--- config.mk ---
export PLATFORM = sky130hd
export DESIGN_NAME = id_stage
export DESIGN_NICKNAME = d
export VERILOG_FILES = /design/src/common/id_pkg.sv /design/src/common/decode_result_if.sv /design/src/decoder/decoder_2ri12.sv /design/src/decoder/decoder_2ri8.sv /design/src/decoder/decoder_3r.sv /design/src/decoder/id_decoder.sv /design/src/source/gpr_file.sv /design/src/source/id_front.sv /design/src/source/id_issue.sv /design/src/source/id_stage.sv
export SDC_FILE = /design/constraint.sdc
export NUM_CORES = 2
export LEC_CHECK = 0
export BUFFER_PORTS_ARGS = -buffer_cell sky130_fd_sc_hd__buf_2
export CAP_MARGIN = 10
export CORE_MARGIN = 2
export CORE_UTILIZATION = 40
export DETAILED_ROUTE_END_ITERATION = 8
export GPL_TIMING_DRIVEN = 0
export PLACE_DENSITY = 0.52
export SYNTH_ARGS = -nofsm -noshare
export SYNTH_HDL_FRONTEND = slang
export SYNTH_HIERARCHICAL = 1
export SYNTH_SLANG_ARGS = --single-unit
--- constraint.sdc ---
create_clock -name clk -period 6.74 [get_ports clk]
set_input_delay 0.674 -clock clk [delete_from_list [all_inputs] [get_ports clk]]
set_output_delay 0.674 -clock clk [all_outputs]
set_load 0.02 [all_outputs]
--- src/common/id_pkg.sv ---
`default_nettype none

package id_pkg;

    localparam int DATA_WIDTH     = 32;
    localparam int GPR_NUM        = 32;
    localparam int REG_ADDR_WIDTH = $clog2(GPR_NUM);
    localparam int ALU_OP_WIDTH   = 8;
    localparam int ALU_SEL_WIDTH  = 3;

    // major opcode field of each format
    localparam int OPC_3R_WIDTH    = 17;
    localparam int OPC_2RI8_WIDTH  = 14;
    localparam int OPC_2RI12_WIDTH = 10;

    // instr[31:15]
    typedef enum logic [OPC_3R_WIDTH-1:0] {
        ADD_W = 17'h00020,
        SUB_W = 17'h00022,
        SLT   = 17'h00024,
        SLTU  = 17'h00025,
        NOR   = 17'h00028,
        AND   = 17'h00029,
        OR    = 17'h0002a,
        XOR   = 17'h0002b,
        SLL_W = 17'h0002e,
        SRL_W = 17'h0002f,
        SRA_W = 17'h00030
    } opcode_3r_e;

    // instr[31:18], bits 17:15 belong to the immediate field
    typedef enum logic [OPC_2RI8_WIDTH-1:0] {
        SLLI_W = 14'h0010,
        SRLI_W = 14'h0011,
        SRAI_W = 14'h0012
    } opcode_2ri8_e;

    // instr[31:22]
    typedef enum logic [OPC_2RI12_WIDTH-1:0] {
        SLTI   = 10'h008,
        SLTUI  = 10'h009,
        ADDI_W = 10'h00a,
        ANDI   = 10'h00d,
        ORI    = 10'h00e,
        XORI   = 10'h00f
    } opcode_2ri12_e;

    typedef enum logic [ALU_OP_WIDTH-1:0] {
        ALU_NOP  = 8'h00,
        ALU_ADD  = 8'h01,
        ALU_SUB  = 8'h02,
        ALU_SLT  = 8'h03,
        ALU_SLTU = 8'h04,
        ALU_NOR  = 8'h05,
        ALU_AND  = 8'h06,
        ALU_OR   = 8'h07,
        ALU_XOR  = 8'h08,
        ALU_SLL  = 8'h09,
        ALU_SRL  = 8'h0a,
        ALU_SRA  = 8'h0b
    } alu_op_e;

    typedef enum logic [ALU_SEL_WIDTH-1:0] {
        SEL_NONE  = 3'd0,
        SEL_LOGIC = 3'd1,
        SEL_SHIFT = 3'd2,
        SEL_ARITH = 3'd3
    } alu_sel_e;

    typedef struct packed {
        logic [DATA_WIDTH-1:0] pc;
        logic [DATA_WIDTH-1:0] instr;
    } instr_buffer_info_t;

    // result group that execute takes for an alu operation
    function automatic alu_sel_e alu_sel_of(alu_op_e op);
        case (op)
            ALU_ADD, ALU_SUB, ALU_SLT, ALU_SLTU: return SEL_ARITH;
            ALU_NOR, ALU_AND, ALU_OR, ALU_XOR:   return SEL_LOGIC;
            ALU_SLL, ALU_SRL, ALU_SRA:           return SEL_SHIFT;
            default:                             return SEL_NONE;
        endcase
    endfunction

endpackage

`default_nettype wire

--- src/common/decode_result_if.sv ---
`default_nettype none

interface decode_result_if;

    logic                              valid;
    // bit 0 for rj, bit 1 for rk
    logic [1:0]                        reg_read_valid;
    logic [id_pkg::REG_ADDR_WIDTH-1:0] rj;
    logic [id_pkg::REG_ADDR_WIDTH-1:0] rk;
    logic                              use_imm;
    logic [id_pkg::DATA_WIDTH-1:0]     imm;
    logic                              reg_write_valid;
    logic [id_pkg::REG_ADDR_WIDTH-1:0] rd;
    id_pkg::alu_op_e                   aluop;
    id_pkg::alu_sel_e                  alusel;

    modport source (
        output valid, reg_read_valid, rj, rk, use_imm, imm,
        output reg_write_valid, rd, aluop, alusel
    );

    modport sink (
        input valid, reg_read_valid, rj, rk, use_imm, imm,
        input reg_write_valid, rd, aluop, alusel
    );

endinterface

`default_nettype wire

--- src/decoder/decoder_2ri12.sv ---
`default_nettype none

// 2RI12 format {opcode[10], imm[12], rj[5], rd[5]}
module decoder_2ri12 (
    input id_pkg::instr_buffer_info_t info_i,
    decode_result_if.source           result
);

    logic [id_pkg::DATA_WIDTH-1:0] instr;
    id_pkg::opcode_2ri12_e         opcode;
    id_pkg::alu_op_e               aluop;
    logic                          known;
    logic                          sext;
    logic [11:0]                   imm_12;
    logic [id_pkg::DATA_WIDTH-1:0] imm_ext;

    assign instr  = info_i.instr;
    assign opcode = id_pkg::opcode_2ri12_e'(instr[31:22]);
    assign imm_12 = instr[21:10];

    always_comb begin
        known = 1'b1;
        sext  = 1'b1;
        case (opcode)
            id_pkg::SLTI:   aluop = id_pkg::ALU_SLT;
            id_pkg::SLTUI:  aluop = id_pkg::ALU_SLTU;
            id_pkg::ADDI_W: aluop = id_pkg::ALU_ADD;
            // logic ops take ui12
            id_pkg::ANDI: begin
                aluop = id_pkg::ALU_AND;
                sext  = 1'b0;
            end
            id_pkg::ORI: begin
                aluop = id_pkg::ALU_OR;
                sext  = 1'b0;
            end
            id_pkg::XORI: begin
                aluop = id_pkg::ALU_XOR;
                sext  = 1'b0;
            end
            default: begin
                known = 1'b0;
                aluop = id_pkg::ALU_NOP;
            end
        endcase
    end

    assign imm_ext = {{20{sext & imm_12[11]}}, imm_12};

    assign result.valid           = known;
    assign result.reg_read_valid  = known ? 2'b01 : 2'b00;
    assign result.rj              = known ? instr[9:5] : '0;
    assign result.rk              = '0;
    assign result.use_imm         = known;
    assign result.imm             = known ? imm_ext : '0;
    assign result.reg_write_valid = known;
    assign result.rd              = known ? instr[4:0] : '0;
    assign result.aluop           = aluop;
    assign result.alusel          = id_pkg::alu_sel_of(aluop);

endmodule

`default_nettype wire

--- src/decoder/decoder_2ri8.sv ---
`default_nettype none

// 2RI8 format {opcode[14], imm[8], rj[5], rd[5]}
module decoder_2ri8 (
    input id_pkg::instr_buffer_info_t info_i,
    decode_result_if.source           result
);

    logic [id_pkg::DATA_WIDTH-1:0] instr;
    id_pkg::opcode_2ri8_e          opcode;
    id_pkg::alu_op_e               aluop;
    logic                          known;

    assign instr  = info_i.instr;
    assign opcode = id_pkg::opcode_2ri8_e'(instr[31:18]);

    always_comb begin
        known = 1'b1;
        case (opcode)
            id_pkg::SLLI_W: aluop = id_pkg::ALU_SLL;
            id_pkg::SRLI_W: aluop = id_pkg::ALU_SRL;
            id_pkg::SRAI_W: aluop = id_pkg::ALU_SRA;
            default: begin
                known = 1'b0;
                aluop = id_pkg::ALU_NOP;
            end
        endcase
    end

    assign result.valid           = known;
    assign result.reg_read_valid  = known ? 2'b01 : 2'b00;
    assign result.rj              = known ? instr[9:5] : '0;
    assign result.rk              = '0;
    assign result.use_imm         = known;
    // shift amount is only ui5, bits 17:15 ignored
    assign result.imm             = known ? {27'b0, instr[14:10]} : '0;
    assign result.reg_write_valid = known;
    assign result.rd              = known ? instr[4:0] : '0;
    assign result.aluop           = aluop;
    assign result.alusel          = id_pkg::alu_sel_of(aluop);

endmodule

`default_nettype wire

--- src/decoder/decoder_3r.sv ---
`default_nettype none

// 3R format {opcode[17], rk[5], rj[5], rd[5]}
module decoder_3r (
    input id_pkg::instr_buffer_info_t info_i,
    decode_result_if.source           result
);

    logic [id_pkg::DATA_WIDTH-1:0] instr;
    id_pkg::opcode_3r_e            opcode;
    id_pkg::alu_op_e               aluop;
    logic                          known;

    assign instr  = info_i.instr;
    assign opcode = id_pkg::opcode_3r_e'(instr[31:15]);

    always_comb begin
        known = 1'b1;
        case (opcode)
            id_pkg::ADD_W: aluop = id_pkg::ALU_ADD;
            id_pkg::SUB_W: aluop = id_pkg::ALU_SUB;
            id_pkg::SLT:   aluop = id_pkg::ALU_SLT;
            id_pkg::SLTU:  aluop = id_pkg::ALU_SLTU;
            id_pkg::NOR:   aluop = id_pkg::ALU_NOR;
            id_pkg::AND:   aluop = id_pkg::ALU_AND;
            id_pkg::OR:    aluop = id_pkg::ALU_OR;
            id_pkg::XOR:   aluop = id_pkg::ALU_XOR;
            id_pkg::SLL_W: aluop = id_pkg::ALU_SLL;
            id_pkg::SRL_W: aluop = id_pkg::ALU_SRL;
            id_pkg::SRA_W: aluop = id_pkg::ALU_SRA;
            default: begin
                known = 1'b0;
                aluop = id_pkg::ALU_NOP;
            end
        endcase
    end

    // reads rj and rk, writes rd; all zero when not ours
    assign result.valid           = known;
    assign result.reg_read_valid  = known ? 2'b11 : 2'b00;
    assign result.rj              = known ? instr[9:5] : '0;
    assign result.rk              = known ? instr[14:10] : '0;
    assign result.use_imm         = 1'b0;
    assign result.imm             = '0;
    assign result.reg_write_valid = known;
    assign result.rd              = known ? instr[4:0] : '0;
    assign result.aluop           = aluop;
    assign result.alusel          = id_pkg::alu_sel_of(aluop);

endmodule

`default_nettype wire

--- src/decoder/id_decoder.sv ---
`default_nettype none

module id_decoder (
    input  logic                      valid_i,
    input  id_pkg::instr_buffer_info_t info_i,
    decode_result_if.source           result,
    output logic                      illegal_o
);

    decode_result_if res_3r ();
    decode_result_if res_2ri8 ();
    decode_result_if res_2ri12 ();

    logic claimed;

    decoder_3r u_decoder_3r (
        .info_i (info_i),
        .result (res_3r.source)
    );

    decoder_2ri8 u_decoder_2ri8 (
        .info_i (info_i),
        .result (res_2ri8.source)
    );

    decoder_2ri12 u_decoder_2ri12 (
        .info_i (info_i),
        .result (res_2ri12.source)
    );

    // opcode spaces are disjoint and a decoder that misses drives zeros
    assign claimed = res_3r.valid | res_2ri8.valid | res_2ri12.valid;

    assign result.valid           = claimed;
    assign result.reg_read_valid  = res_3r.reg_read_valid | res_2ri8.reg_read_valid
                                  | res_2ri12.reg_read_valid;
    assign result.rj              = res_3r.rj | res_2ri8.rj | res_2ri12.rj;
    assign result.rk              = res_3r.rk | res_2ri8.rk | res_2ri12.rk;
    assign result.use_imm         = res_3r.use_imm | res_2ri8.use_imm | res_2ri12.use_imm;
    assign result.imm             = res_3r.imm | res_2ri8.imm | res_2ri12.imm;
    assign result.reg_write_valid = res_3r.reg_write_valid | res_2ri8.reg_write_valid
                                  | res_2ri12.reg_write_valid;
    assign result.rd              = res_3r.rd | res_2ri8.rd | res_2ri12.rd;
    assign result.aluop  = id_pkg::alu_op_e'(res_3r.aluop | res_2ri8.aluop | res_2ri12.aluop);
    assign result.alusel = id_pkg::alu_sel_e'(res_3r.alusel | res_2ri8.alusel
                                            | res_2ri12.alusel);

    // held instruction that nobody recognizes
    assign illegal_o = valid_i & ~claimed;

endmodule

`default_nettype wire

--- src/source/gpr_file.sv ---
`default_nettype none

module gpr_file (
    input  logic                              clk,
    input  logic                              reset_i,
    input  logic [id_pkg::REG_ADDR_WIDTH-1:0] raddr1_i,
    input  logic [id_pkg::REG_ADDR_WIDTH-1:0] raddr2_i,
    output logic [id_pkg::DATA_WIDTH-1:0]     rdata1_o,
    output logic [id_pkg::DATA_WIDTH-1:0]     rdata2_o,
    input  logic                              we_i,
    input  logic [id_pkg::REG_ADDR_WIDTH-1:0] waddr_i,
    input  logic [id_pkg::DATA_WIDTH-1:0]     wdata_i
);

    logic [id_pkg::DATA_WIDTH-1:0] regs [id_pkg::GPR_NUM];

    // r0 is never written, so it stays zero from reset
    always_ff @(posedge clk) begin
        if (reset_i) begin
            for (int i = 0; i < id_pkg::GPR_NUM; i++) begin
                regs[i] <= '0;
            end
        end else if (we_i && waddr_i != '0) begin
            regs[waddr_i] <= wdata_i;
        end
    end

    // no bypass, a same-cycle write is seen next cycle
    assign rdata1_o = regs[raddr1_i];
    assign rdata2_o = regs[raddr2_i];

endmodule

`default_nettype wire

--- src/source/id_front.sv ---
`default_nettype none

module id_front (
    input  logic                          clk,
    input  logic                          reset_i,
    input  logic                          instr_valid_i,
    input  logic [id_pkg::DATA_WIDTH-1:0] instr_pc_i,
    input  logic [id_pkg::DATA_WIDTH-1:0] instr_i,
    output logic                          valid_o,
    output id_pkg::instr_buffer_info_t    info_o
);

    // valid level of the held instruction
    always_ff @(posedge clk) begin
        if (reset_i) begin
            valid_o <= 1'b0;
        end else begin
            valid_o <= instr_valid_i;
        end
    end

    // pc travels with its instruction so execute sees them aligned
    always_ff @(posedge clk) begin
        info_o.pc    <= instr_pc_i;
        info_o.instr <= instr_i;
    end

endmodule

`default_nettype wire

--- src/source/id_issue.sv ---
`default_nettype none

module id_issue (
    input  logic                              clk,
    input  logic                              reset_i,
    input  logic                              valid_i,
    input  id_pkg::instr_buffer_info_t        info_i,
    decode_result_if.sink                     result,
    input  logic                              illegal_i,
    output logic [id_pkg::REG_ADDR_WIDTH-1:0] raddr1_o,
    output logic [id_pkg::REG_ADDR_WIDTH-1:0] raddr2_o,
    input  logic [id_pkg::DATA_WIDTH-1:0]     rdata1_i,
    input  logic [id_pkg::DATA_WIDTH-1:0]     rdata2_i,
    output logic                              ex_valid_o,
    output logic [id_pkg::DATA_WIDTH-1:0]     ex_pc_o,
    output id_pkg::alu_op_e                   ex_aluop_o,
    output id_pkg::alu_sel_e                  ex_alusel_o,
    output logic [id_pkg::DATA_WIDTH-1:0]     ex_src1_o,
    output logic [id_pkg::DATA_WIDTH-1:0]     ex_src2_o,
    output logic                              ex_rd_we_o,
    output logic [id_pkg::REG_ADDR_WIDTH-1:0] ex_rd_addr_o,
    output logic                              ex_illegal_o
);

    logic [id_pkg::DATA_WIDTH-1:0] src1;
    logic [id_pkg::DATA_WIDTH-1:0] src2;

    assign raddr1_o = result.rj;
    assign raddr2_o = result.rk;

    // unread ports give zero
    assign src1 = result.reg_read_valid[0] ? rdata1_i : '0;

    always_comb begin
        if (result.use_imm) begin
            src2 = result.imm;
        end else if (result.reg_read_valid[1]) begin
            src2 = rdata2_i;
        end else begin
            src2 = '0;
        end
    end

    always_ff @(posedge clk) begin
        if (reset_i) begin
            ex_valid_o   <= 1'b0;
            ex_rd_we_o   <= 1'b0;
            ex_illegal_o <= 1'b0;
        end else begin
            ex_valid_o   <= valid_i;
            ex_rd_we_o   <= valid_i & result.reg_write_valid;
            ex_illegal_o <= illegal_i;
        end
    end

    // aluop and alusel are already NOP/NONE for an unclaimed opcode
    always_ff @(posedge clk) begin
        ex_pc_o      <= info_i.pc;
        ex_aluop_o   <= result.aluop;
        ex_alusel_o  <= result.alusel;
        ex_src1_o    <= src1;
        ex_src2_o    <= src2;
        ex_rd_addr_o <= result.rd;
    end

endmodule

`default_nettype wire

--- src/source/id_stage.sv ---
`default_nettype none

module id_stage (
    input  logic                              clk,
    input  logic                              reset_i,
    input  logic                              instr_valid_i,
    input  logic [id_pkg::DATA_WIDTH-1:0]     instr_pc_i,
    input  logic [id_pkg::DATA_WIDTH-1:0]     instr_i,
    input  logic                              wb_we_i,
    input  logic [id_pkg::REG_ADDR_WIDTH-1:0] wb_addr_i,
    input  logic [id_pkg::DATA_WIDTH-1:0]     wb_data_i,
    output logic                              ex_valid_o,
    output logic [id_pkg::DATA_WIDTH-1:0]     ex_pc_o,
    output id_pkg::alu_op_e                   ex_aluop_o,
    output id_pkg::alu_sel_e                  ex_alusel_o,
    output logic [id_pkg::DATA_WIDTH-1:0]     ex_src1_o,
    output logic [id_pkg::DATA_WIDTH-1:0]     ex_src2_o,
    output logic                              ex_rd_we_o,
    output logic [id_pkg::REG_ADDR_WIDTH-1:0] ex_rd_addr_o,
    output logic                              ex_illegal_o
);

    logic                              front_valid;
    id_pkg::instr_buffer_info_t        front_info;
    logic                              illegal;
    logic [id_pkg::REG_ADDR_WIDTH-1:0] raddr1;
    logic [id_pkg::REG_ADDR_WIDTH-1:0] raddr2;
    logic [id_pkg::DATA_WIDTH-1:0]     rdata1;
    logic [id_pkg::DATA_WIDTH-1:0]     rdata2;

    decode_result_if decoded ();

    id_front u_id_front (
        .clk           (clk),
        .reset_i       (reset_i),
        .instr_valid_i (instr_valid_i),
        .instr_pc_i    (instr_pc_i),
        .instr_i       (instr_i),
        .valid_o       (front_valid),
        .info_o        (front_info)
    );

    id_decoder u_id_decoder (
        .valid_i   (front_valid),
        .info_i    (front_info),
        .result    (decoded.source),
        .illegal_o (illegal)
    );

    id_issue u_id_issue (
        .clk          (clk),
        .reset_i      (reset_i),
        .valid_i      (front_valid),
        .info_i       (front_info),
        .result       (decoded.sink),
        .illegal_i    (illegal),
        .raddr1_o     (raddr1),
        .raddr2_o     (raddr2),
        .rdata1_i     (rdata1),
        .rdata2_i     (rdata2),
        .ex_valid_o   (ex_valid_o),
        .ex_pc_o      (ex_pc_o),
        .ex_aluop_o   (ex_aluop_o),
        .ex_alusel_o  (ex_alusel_o),
        .ex_src1_o    (ex_src1_o),
        .ex_src2_o    (ex_src2_o),
        .ex_rd_we_o   (ex_rd_we_o),
        .ex_rd_addr_o (ex_rd_addr_o),
        .ex_illegal_o (ex_illegal_o)
    );

    gpr_file u_gpr_file (
        .clk      (clk),
        .reset_i  (reset_i),
        .raddr1_i (raddr1),
        .raddr2_i (raddr2),
        .rdata1_o (rdata1),
        .rdata2_o (rdata2),
        .we_i     (wb_we_i),
        .waddr_i  (wb_addr_i),
        .wdata_i  (wb_data_i)
    );

endmodule

`default_nettype wire

### Yosys cells after proc, flatten, opt, wreduce, memory -nomap -nowiden

Memory sizes are Yosys's and may differ from the RTL's. A register that Yosys moved wholly into a read port is not among the register bits.
Index checks and enable logic that the tools add are counted.

* output and inout port bits: 115
* memory bits (writable): 1024
* bits of input ports: 105
* memories: 4
* bits in read-only memories: 96
* logic and storage cells: 96
* latch bits: 0
* flip-flop bits (word level): 148

* order comparisons: 0
* eq/ne operators: 20
* add/subtract/negate cells: 0
* divide/modulo/power cells: 0
* reduce and logical (&&, ||, !) cells: 11
* bitwise logic cells: 18
* multiply operators: 0
* multiplexer cells: 32
* shift operators: 0

Memory list
* u_gpr_file.regs: depth 32, bits a word 32, read ports 2, clocked after Yosys merged registers in 1, wr ports 32, RTL line gpr_file.sv:15 `logic [id_pkg::DATA_WIDTH-1:0] regs [id_pkg::GPR_NUM];`
* (name not given): depth 16, bits a word 2, read ports 1, clocked after Yosys merged registers in 0, wr ports 0, RTL line id_pkg.sv:77 `case (op)`
* (name not given): depth 16, bits a word 2, read ports 1, clocked after Yosys merged registers in 0, wr ports 0, RTL line id_pkg.sv:77
* (name not given): depth 16, bits a word 2, read ports 1, clocked after Yosys merged registers in 0, wr ports 0, RTL line id_pkg.sv:77

Operators by type and width (count)
* 17-bit by 6-bit equality test with 1-bit output (second input constant): 11
* 32-bit 2-to-1 mux: 4
* 10-bit by 4-bit equality test with 1-bit output (second input constant): 6
* 5-bit 2-to-1 mux: 9
* 4-bit one-hot mux with 11 select lines: 1
* 14-bit by 5-bit equality test with 1-bit output (second input constant): 3
* 5-bit by 32-bit OR with 32-bit output: 1
* 32-bit OR reduction: 1
* 4-bit one-hot mux with 6 select lines: 1
* 5-bit OR: 4
* 4-bit logical NOT (first input constant): 3
* 1-bit 2-to-1 mux: 12
* 4-bit one-hot mux with 3 select lines: 1
* 11-bit OR reduction: 1
* 3-bit 2-to-1 mux: 3
* 8-bit by 4-bit OR with 8-bit output: 1
* 3-bit OR: 2
* 3-bit OR reduction: 2
* 6-bit OR reduction: 1
* 5-bit nonzero test: 1
* 4-bit OR: 1
* 1-bit AND: 3
* 1-bit OR: 3
* 2-bit 2-to-1 mux: 1
* other kinds (5): 5

### Depth between registers and ports, before layout

* depth after elaboration: 8
* mapped depth: 18
* depth with buffers taken out: 12

### Cells and area by module

Netlist, hierarchy kept.

By module, submodules not included
* gpr_file: instances 1, area each 55896.1 sq um, cells each 4605, seq. area each 30749.5 sq um
* id_issue: instances 1, area each 2965.3 sq um, cells each 205, seq. area each 2302.2 sq um
* id_front: instances 1, area each 1315.0 sq um, cells each 66, seq. area each 1301.2 sq um
* decoder_3r: instances 1, area each 893.4 sq um, cells each 117, seq. area each 0.0 sq um
* decoder_2ri8: instances 1, area each 734.5 sq um, cells each 93, seq. area each 0.0 sq um
* decoder_2ri12: instances 1, area each 638.1 sq um, cells each 88, seq. area each 0.0 sq um
* id_decoder: instances 1, area each 402.9 sq um, cells each 64, seq. area each 0.0 sq um

### Worst setup path after synthesis

OpenSTA, ideal clock, no wires.

* path type: reg-to-reg
* start point: register u_id_front/info_o[18] (netlist name)
* end point: register u_id_issue/ex_src2_o[25] in the netlist's numbering
* setup slack: 3.699 ns
* stages on the path, launching flop included: 17
* period minus slack after synthesis: 3.041 ns
* arrival: 2.924 ns
* buffers on the path: 6
* data required time: 6.623 ns
* setup time: 0.117 ns
* cell sequence: dfxtp_1 nand2b_1 o221ai_1 a21oi_2 buf_6 nor3b_2 or3_1 buf_4 buf_2 buf_4 buf_4 buf_6 mux2i_1 a22oi_1 a31oi_1 nand3_1 a22o_1

* elaborated cells between the ends (all ways): 26
* classes of those cells: eq/ne (14); mux (6); bitwise (3); reduce/logical (2); memory (1)

RTL lines
* 17-bit by 6-bit equality test with 1-bit output: RTL line decoder_3r.sv:19 `case (opcode)`
* 11-bit OR reduction (no source line) *
* 1-bit 2-to-1 mux *: RTL line decoder_3r.sv:19
* 5-bit 2-to-1 mux *: RTL line decoder_3r.sv:42 `assign result.rk = known ? instr[14:10] : '0;`
* via u_id_decoder.res_3r.rk, one bit: RTL line decode_result_if.sv:9 `logic [id_pkg::REG_ADDR_WIDTH-1:0] rk;`
* memory 32 x 32 bit *
* via rdata2, one bit: RTL line id_stage.sv:29 `logic [id_pkg::DATA_WIDTH-1:0] rdata2;`
* 32-bit 2-to-1 mux *: RTL line id_issue.sv:37 `end else if (result.reg_read_valid[1]) begin`
* 32-bit 2-to-1 mux *: RTL line id_issue.sv:35 `if (result.use_imm) begin`
* via u_id_issue.src2, one bit: RTL line id_issue.sv:26 `logic [id_pkg::DATA_WIDTH-1:0] src2;`
* end signal, assigned: RTL line id_issue.sv:62 `ex_src2_o <= src2;`
* end, declared: RTL line id_issue.sv:19 `output logic [id_pkg::DATA_WIDTH-1:0] ex_src2_o,`

Mark *: on every way through the listed nets, which the timed path passes. The rest lies on a longest branch.
A chain may end at the register's enable or synchronous reset.

### Worst setup path in the final report

* start point: register u_id_front/info_o[18] (netlist name)
* end point: register u_id_issue/ex_src2_o[11] in the netlist's numbering

* elaborated cells between the ends (all ways): 26
* classes of those cells: eq/ne (14); mux (6); bitwise (3); reduce/logical (2); memory (1)

RTL lines (RTL line)
* 17-bit by 6-bit equality test with 1-bit output: decoder_3r.sv:19
* 11-bit OR reduction (no source line) *
* 1-bit 2-to-1 mux *: decoder_3r.sv:19
* 5-bit 2-to-1 mux *: decoder_3r.sv:42
* via u_id_decoder.res_3r.rk, one bit: decode_result_if.sv:9
* memory 32 x 32 bit *
* via rdata2, one bit: id_stage.sv:29
* 32-bit 2-to-1 mux *: id_issue.sv:37
* 32-bit 2-to-1 mux *: id_issue.sv:35
* via u_id_issue.src2, one bit: id_issue.sv:26

Marks and branches as above.

==> metrics.md <==
| Metric | Value |
|---|---|
| Root buf cell | `clkbuf_16` |
| Initial drt markers | `5,803` |
| CP Buf/Inv Count | `4` |
| Largest net degree at the start of global routing | `33` |
| Port-buffer cells | `219` |
| Crit-path max FO | `10` |
| Die area | `0.1603 mm^2` |
| Avg Inst Size Synth | `12.00 um^2` |
| Nets | `5,913` |
| WP data required | `7.39 ns` |
| DP HPWL | `188.4 mm` |
| Die span in y | `400.4 um` |
| Fin crit share | `0.8426` |
| RSZ-0062 raised after global routing | `false` |
| Tot GR Track Use | `0.3223` |
| Failing checks | `capacitance limit` |
| First-pass GRT wire length | `358.7 mm` |
| Vias per inst | `5.866` |
| Final Core Density | `0.4662` |
| CP Class | `reg -> reg` |
| WHS Endpoint | `u_id_front/valid_o$_SDFF_PP0_` |
| CTS Buffer Depth | `3` |
| Share of post-route cells with drive strength above 1 | `0.1528` |
| Crit path cell chain | `nand2b_1 > o221ai_1 > a21oi_2 > buf_6 > nor3b_2 > or3_1 > buf_4 > nor2_1 > clkbuf_1 > clkbuf_1 > a22oi_1 > nand3_1 > nand3_1 > a22o_1` |
| Clock Skew | `0.03326 ns` |
| Slowest cell on crit path | `clkbuf_1` |
| CTS tree | `yes` |
| Wire per inst | `33.25 um` |
| Fin crit period | `5.679 ns` |
| R2R depth | `14` |
| Drt first pass iters | `6` |
| Final Slew Violations | `0` |
| # IOs | `220` |
| CP startpoint | `u_id_front/info_o[18]$_DFF_P_` |
| Layout area overhead | `15.74%` |
| Worst-path clk slew | `0.06 ns` |
| Leakage | `28.42 nW` |
| Reg-to-reg setup timing slack | `1.06 ns` |
| Multi-input gate area | `0.02560 mm^2` |
| Clk_lat worst skew | `0.78 ns` |
| Least-Margin Pin Slew | `1.486 ns` |
| Synth Warn # | `6` |
| Synth Cell Area | `0.06284 mm^2` |
| Vias in the first global route | `45,310` |
| Startpoint Class | `flip-flop` |
| Clock sinks | `1,204` |
| CP peak stage delay | `1.07 ns` |
| WHS Path Cells | `2` |
| Setup TNS Final | `0 ns` |
| Fillers | `14,370` |
| Synthesized instance count | `5,237` |
| Setup Fix Bufs, Post-CTS | `0` |
| Relative slew margins | `0.005705` |
| Via count | `46,830` |
| Reg-to-Reg End | `u_id_issue/ex_src2_o[11]$_DFF_P_` |
| Power Dens Cells | `252.8 mW/mm^2` |
| Total gr overflow | `0` |
| Crit end category | `flip-flop` |
| Register area | `0.03435 mm^2` |
| Fmax | `176.1 MHz` |
| GPL Wtd Cong | `0.9027` |
| Die Width | `400.4 um` |
| MaxCap Viol Count | `1` |
| Htree depth | `4` |
| WL final | `265.4 mm` |
| WP data arrival | `6.33 ns` |
| Drc violations | `0` |
| Worst hold path class | `in -> reg` |
| Status | `finished, violations left` |
| Starting Density | `0.4028` |
| Row cnt | `145` |
| Hold Fails Final Rpt | `0` |
| Endpoints failing setup | `0` |
| Initial antenna violation count | `48` |
| Reg2Reg Launch Point | `u_id_front/info_o[18]$_DFF_P_` |
| Final Total Pwr | `18.39 mW` |
| Peak VDD IR | `0.2951 mV` |
| Num CTS Buffers | `144` |
| Hold path startpoint | `instr_valid_i` |
| Final ANT Viol Nets | `0` |
| Most frequent cells in the layout | `1,051 x and2_1, 1,024 x mux2i_1, 1,024 x edfxtp_1` |
| Commonest non-fill, non-tap cell in the layout | `and2_1` |
| Worst path top cell family by delay | `buffers and inverters` |
| CORE AREA | `0.1560 mm^2` |
[state kept, by name, summed over array words and instances, names as in the netlist]
name,flops
u_id_issue/ex_rd_addr_o,5
u_id_issue/ex_src2_o,32
u_id_issue/ex_valid_o,1
u_id_issue/ex_rd_we_o,1
u_id_issue/ex_src1_o,32
u_gpr_file/regs,1024
u_id_issue/ex_aluop_o,8
u_id_issue/ex_illegal_o,1
u_id_front/info_o,64
u_id_issue/ex_alusel_o,3
u_id_issue/ex_pc_o,32
u_id_front/valid_o,1
[worst max-delay path by stage]
stage                     cells past startpoint                                to  slack, ns
after detailed placement                     14  u_id_issue/ex_src2_o[11]$_DFF_P_       1.34
final                                        14  u_id_issue/ex_src2_o[11]$_DFF_P_       1.06
after floorplan                              16  u_id_issue/ex_src2_o[25]$_DFF_P_       3.70
after global routing                         14  u_id_issue/ex_src2_o[11]$_DFF_P_       1.00
after CTS                                    14  u_id_issue/ex_src2_o[11]$_DFF_P_       1.31
after global placement                        6  u_id_issue/ex_src2_o[31]$_DFF_P_       0.77
[where the power goes]
| group | leakage [nW] | switching (mW) | internal, mW |
|---|---|---|---|
| clock | 2.31 | 3.24 | 4.66 |
| sequential | 11.3 | 0.204 | 8.49 |
| combinational | 14.9 | 1.21 | 0.583 |
[timing repair]
item,4_1_cts,5_1_grt
hold endpoints to repair,64,0
hold buffers,64,0
endpoints found under the setup margin,0,0
gates resized for setup,0,0
[worst reg2reg max path, cell delays in order (launching register included)]
cell and delay, ns:
dfxtp_1 0.54, nand2b_1 0.16, o221ai_1 0.16, a21oi_2 0.48, buf_6 0.25, nor3b_2 0.07, or3_1 0.34, buf_4 0.17
nor2_1 0.14, clkbuf_1 0.79, clkbuf_1 1.07, a22oi_1 0.28, nand3_1 0.34, nand3_1 0.42, a22o_1 0.36
[layer usage]
layer	up-vias	global-route usage	wire, um	share of wire
li1	19920	-	-	-
met1	23570	0.4329	108500	0.41
met2	2702	0.4880	115000	0.43
met3	608	0.08191	28190	0.11
met4	22	0.1504	13550	0.051
met5	-	0	153	0.00058
[through the flow]
step	worst slack [ns]	instance area [um^2]	instances	hold slack, ns
after floorplan	3.699	63280	5354	0.3096
after detailed placement	1.335	67340	7650	0.3132
after global routing	1.001	72710	7975	0.1073
after global placement	0.7725	66950	7631	0.3097
after CTS	1.311	72680	7973	0.08086
final	1.061	72730	7983	0.1286
[final cells by class]
class	instances	share of cell area
plain buffers	604	0.04598
well taps	2058	0.03540
inverters	4	0.0002064
multi-input cells	3542	0.3520
flip-flops and latches	1204	0.4723
diodes	8	0.0002752
repair buffers	304	0.02921
clock buffers	189	0.05493
clock inverters	70	0.009651
Power figures use the tool's default switching activity.
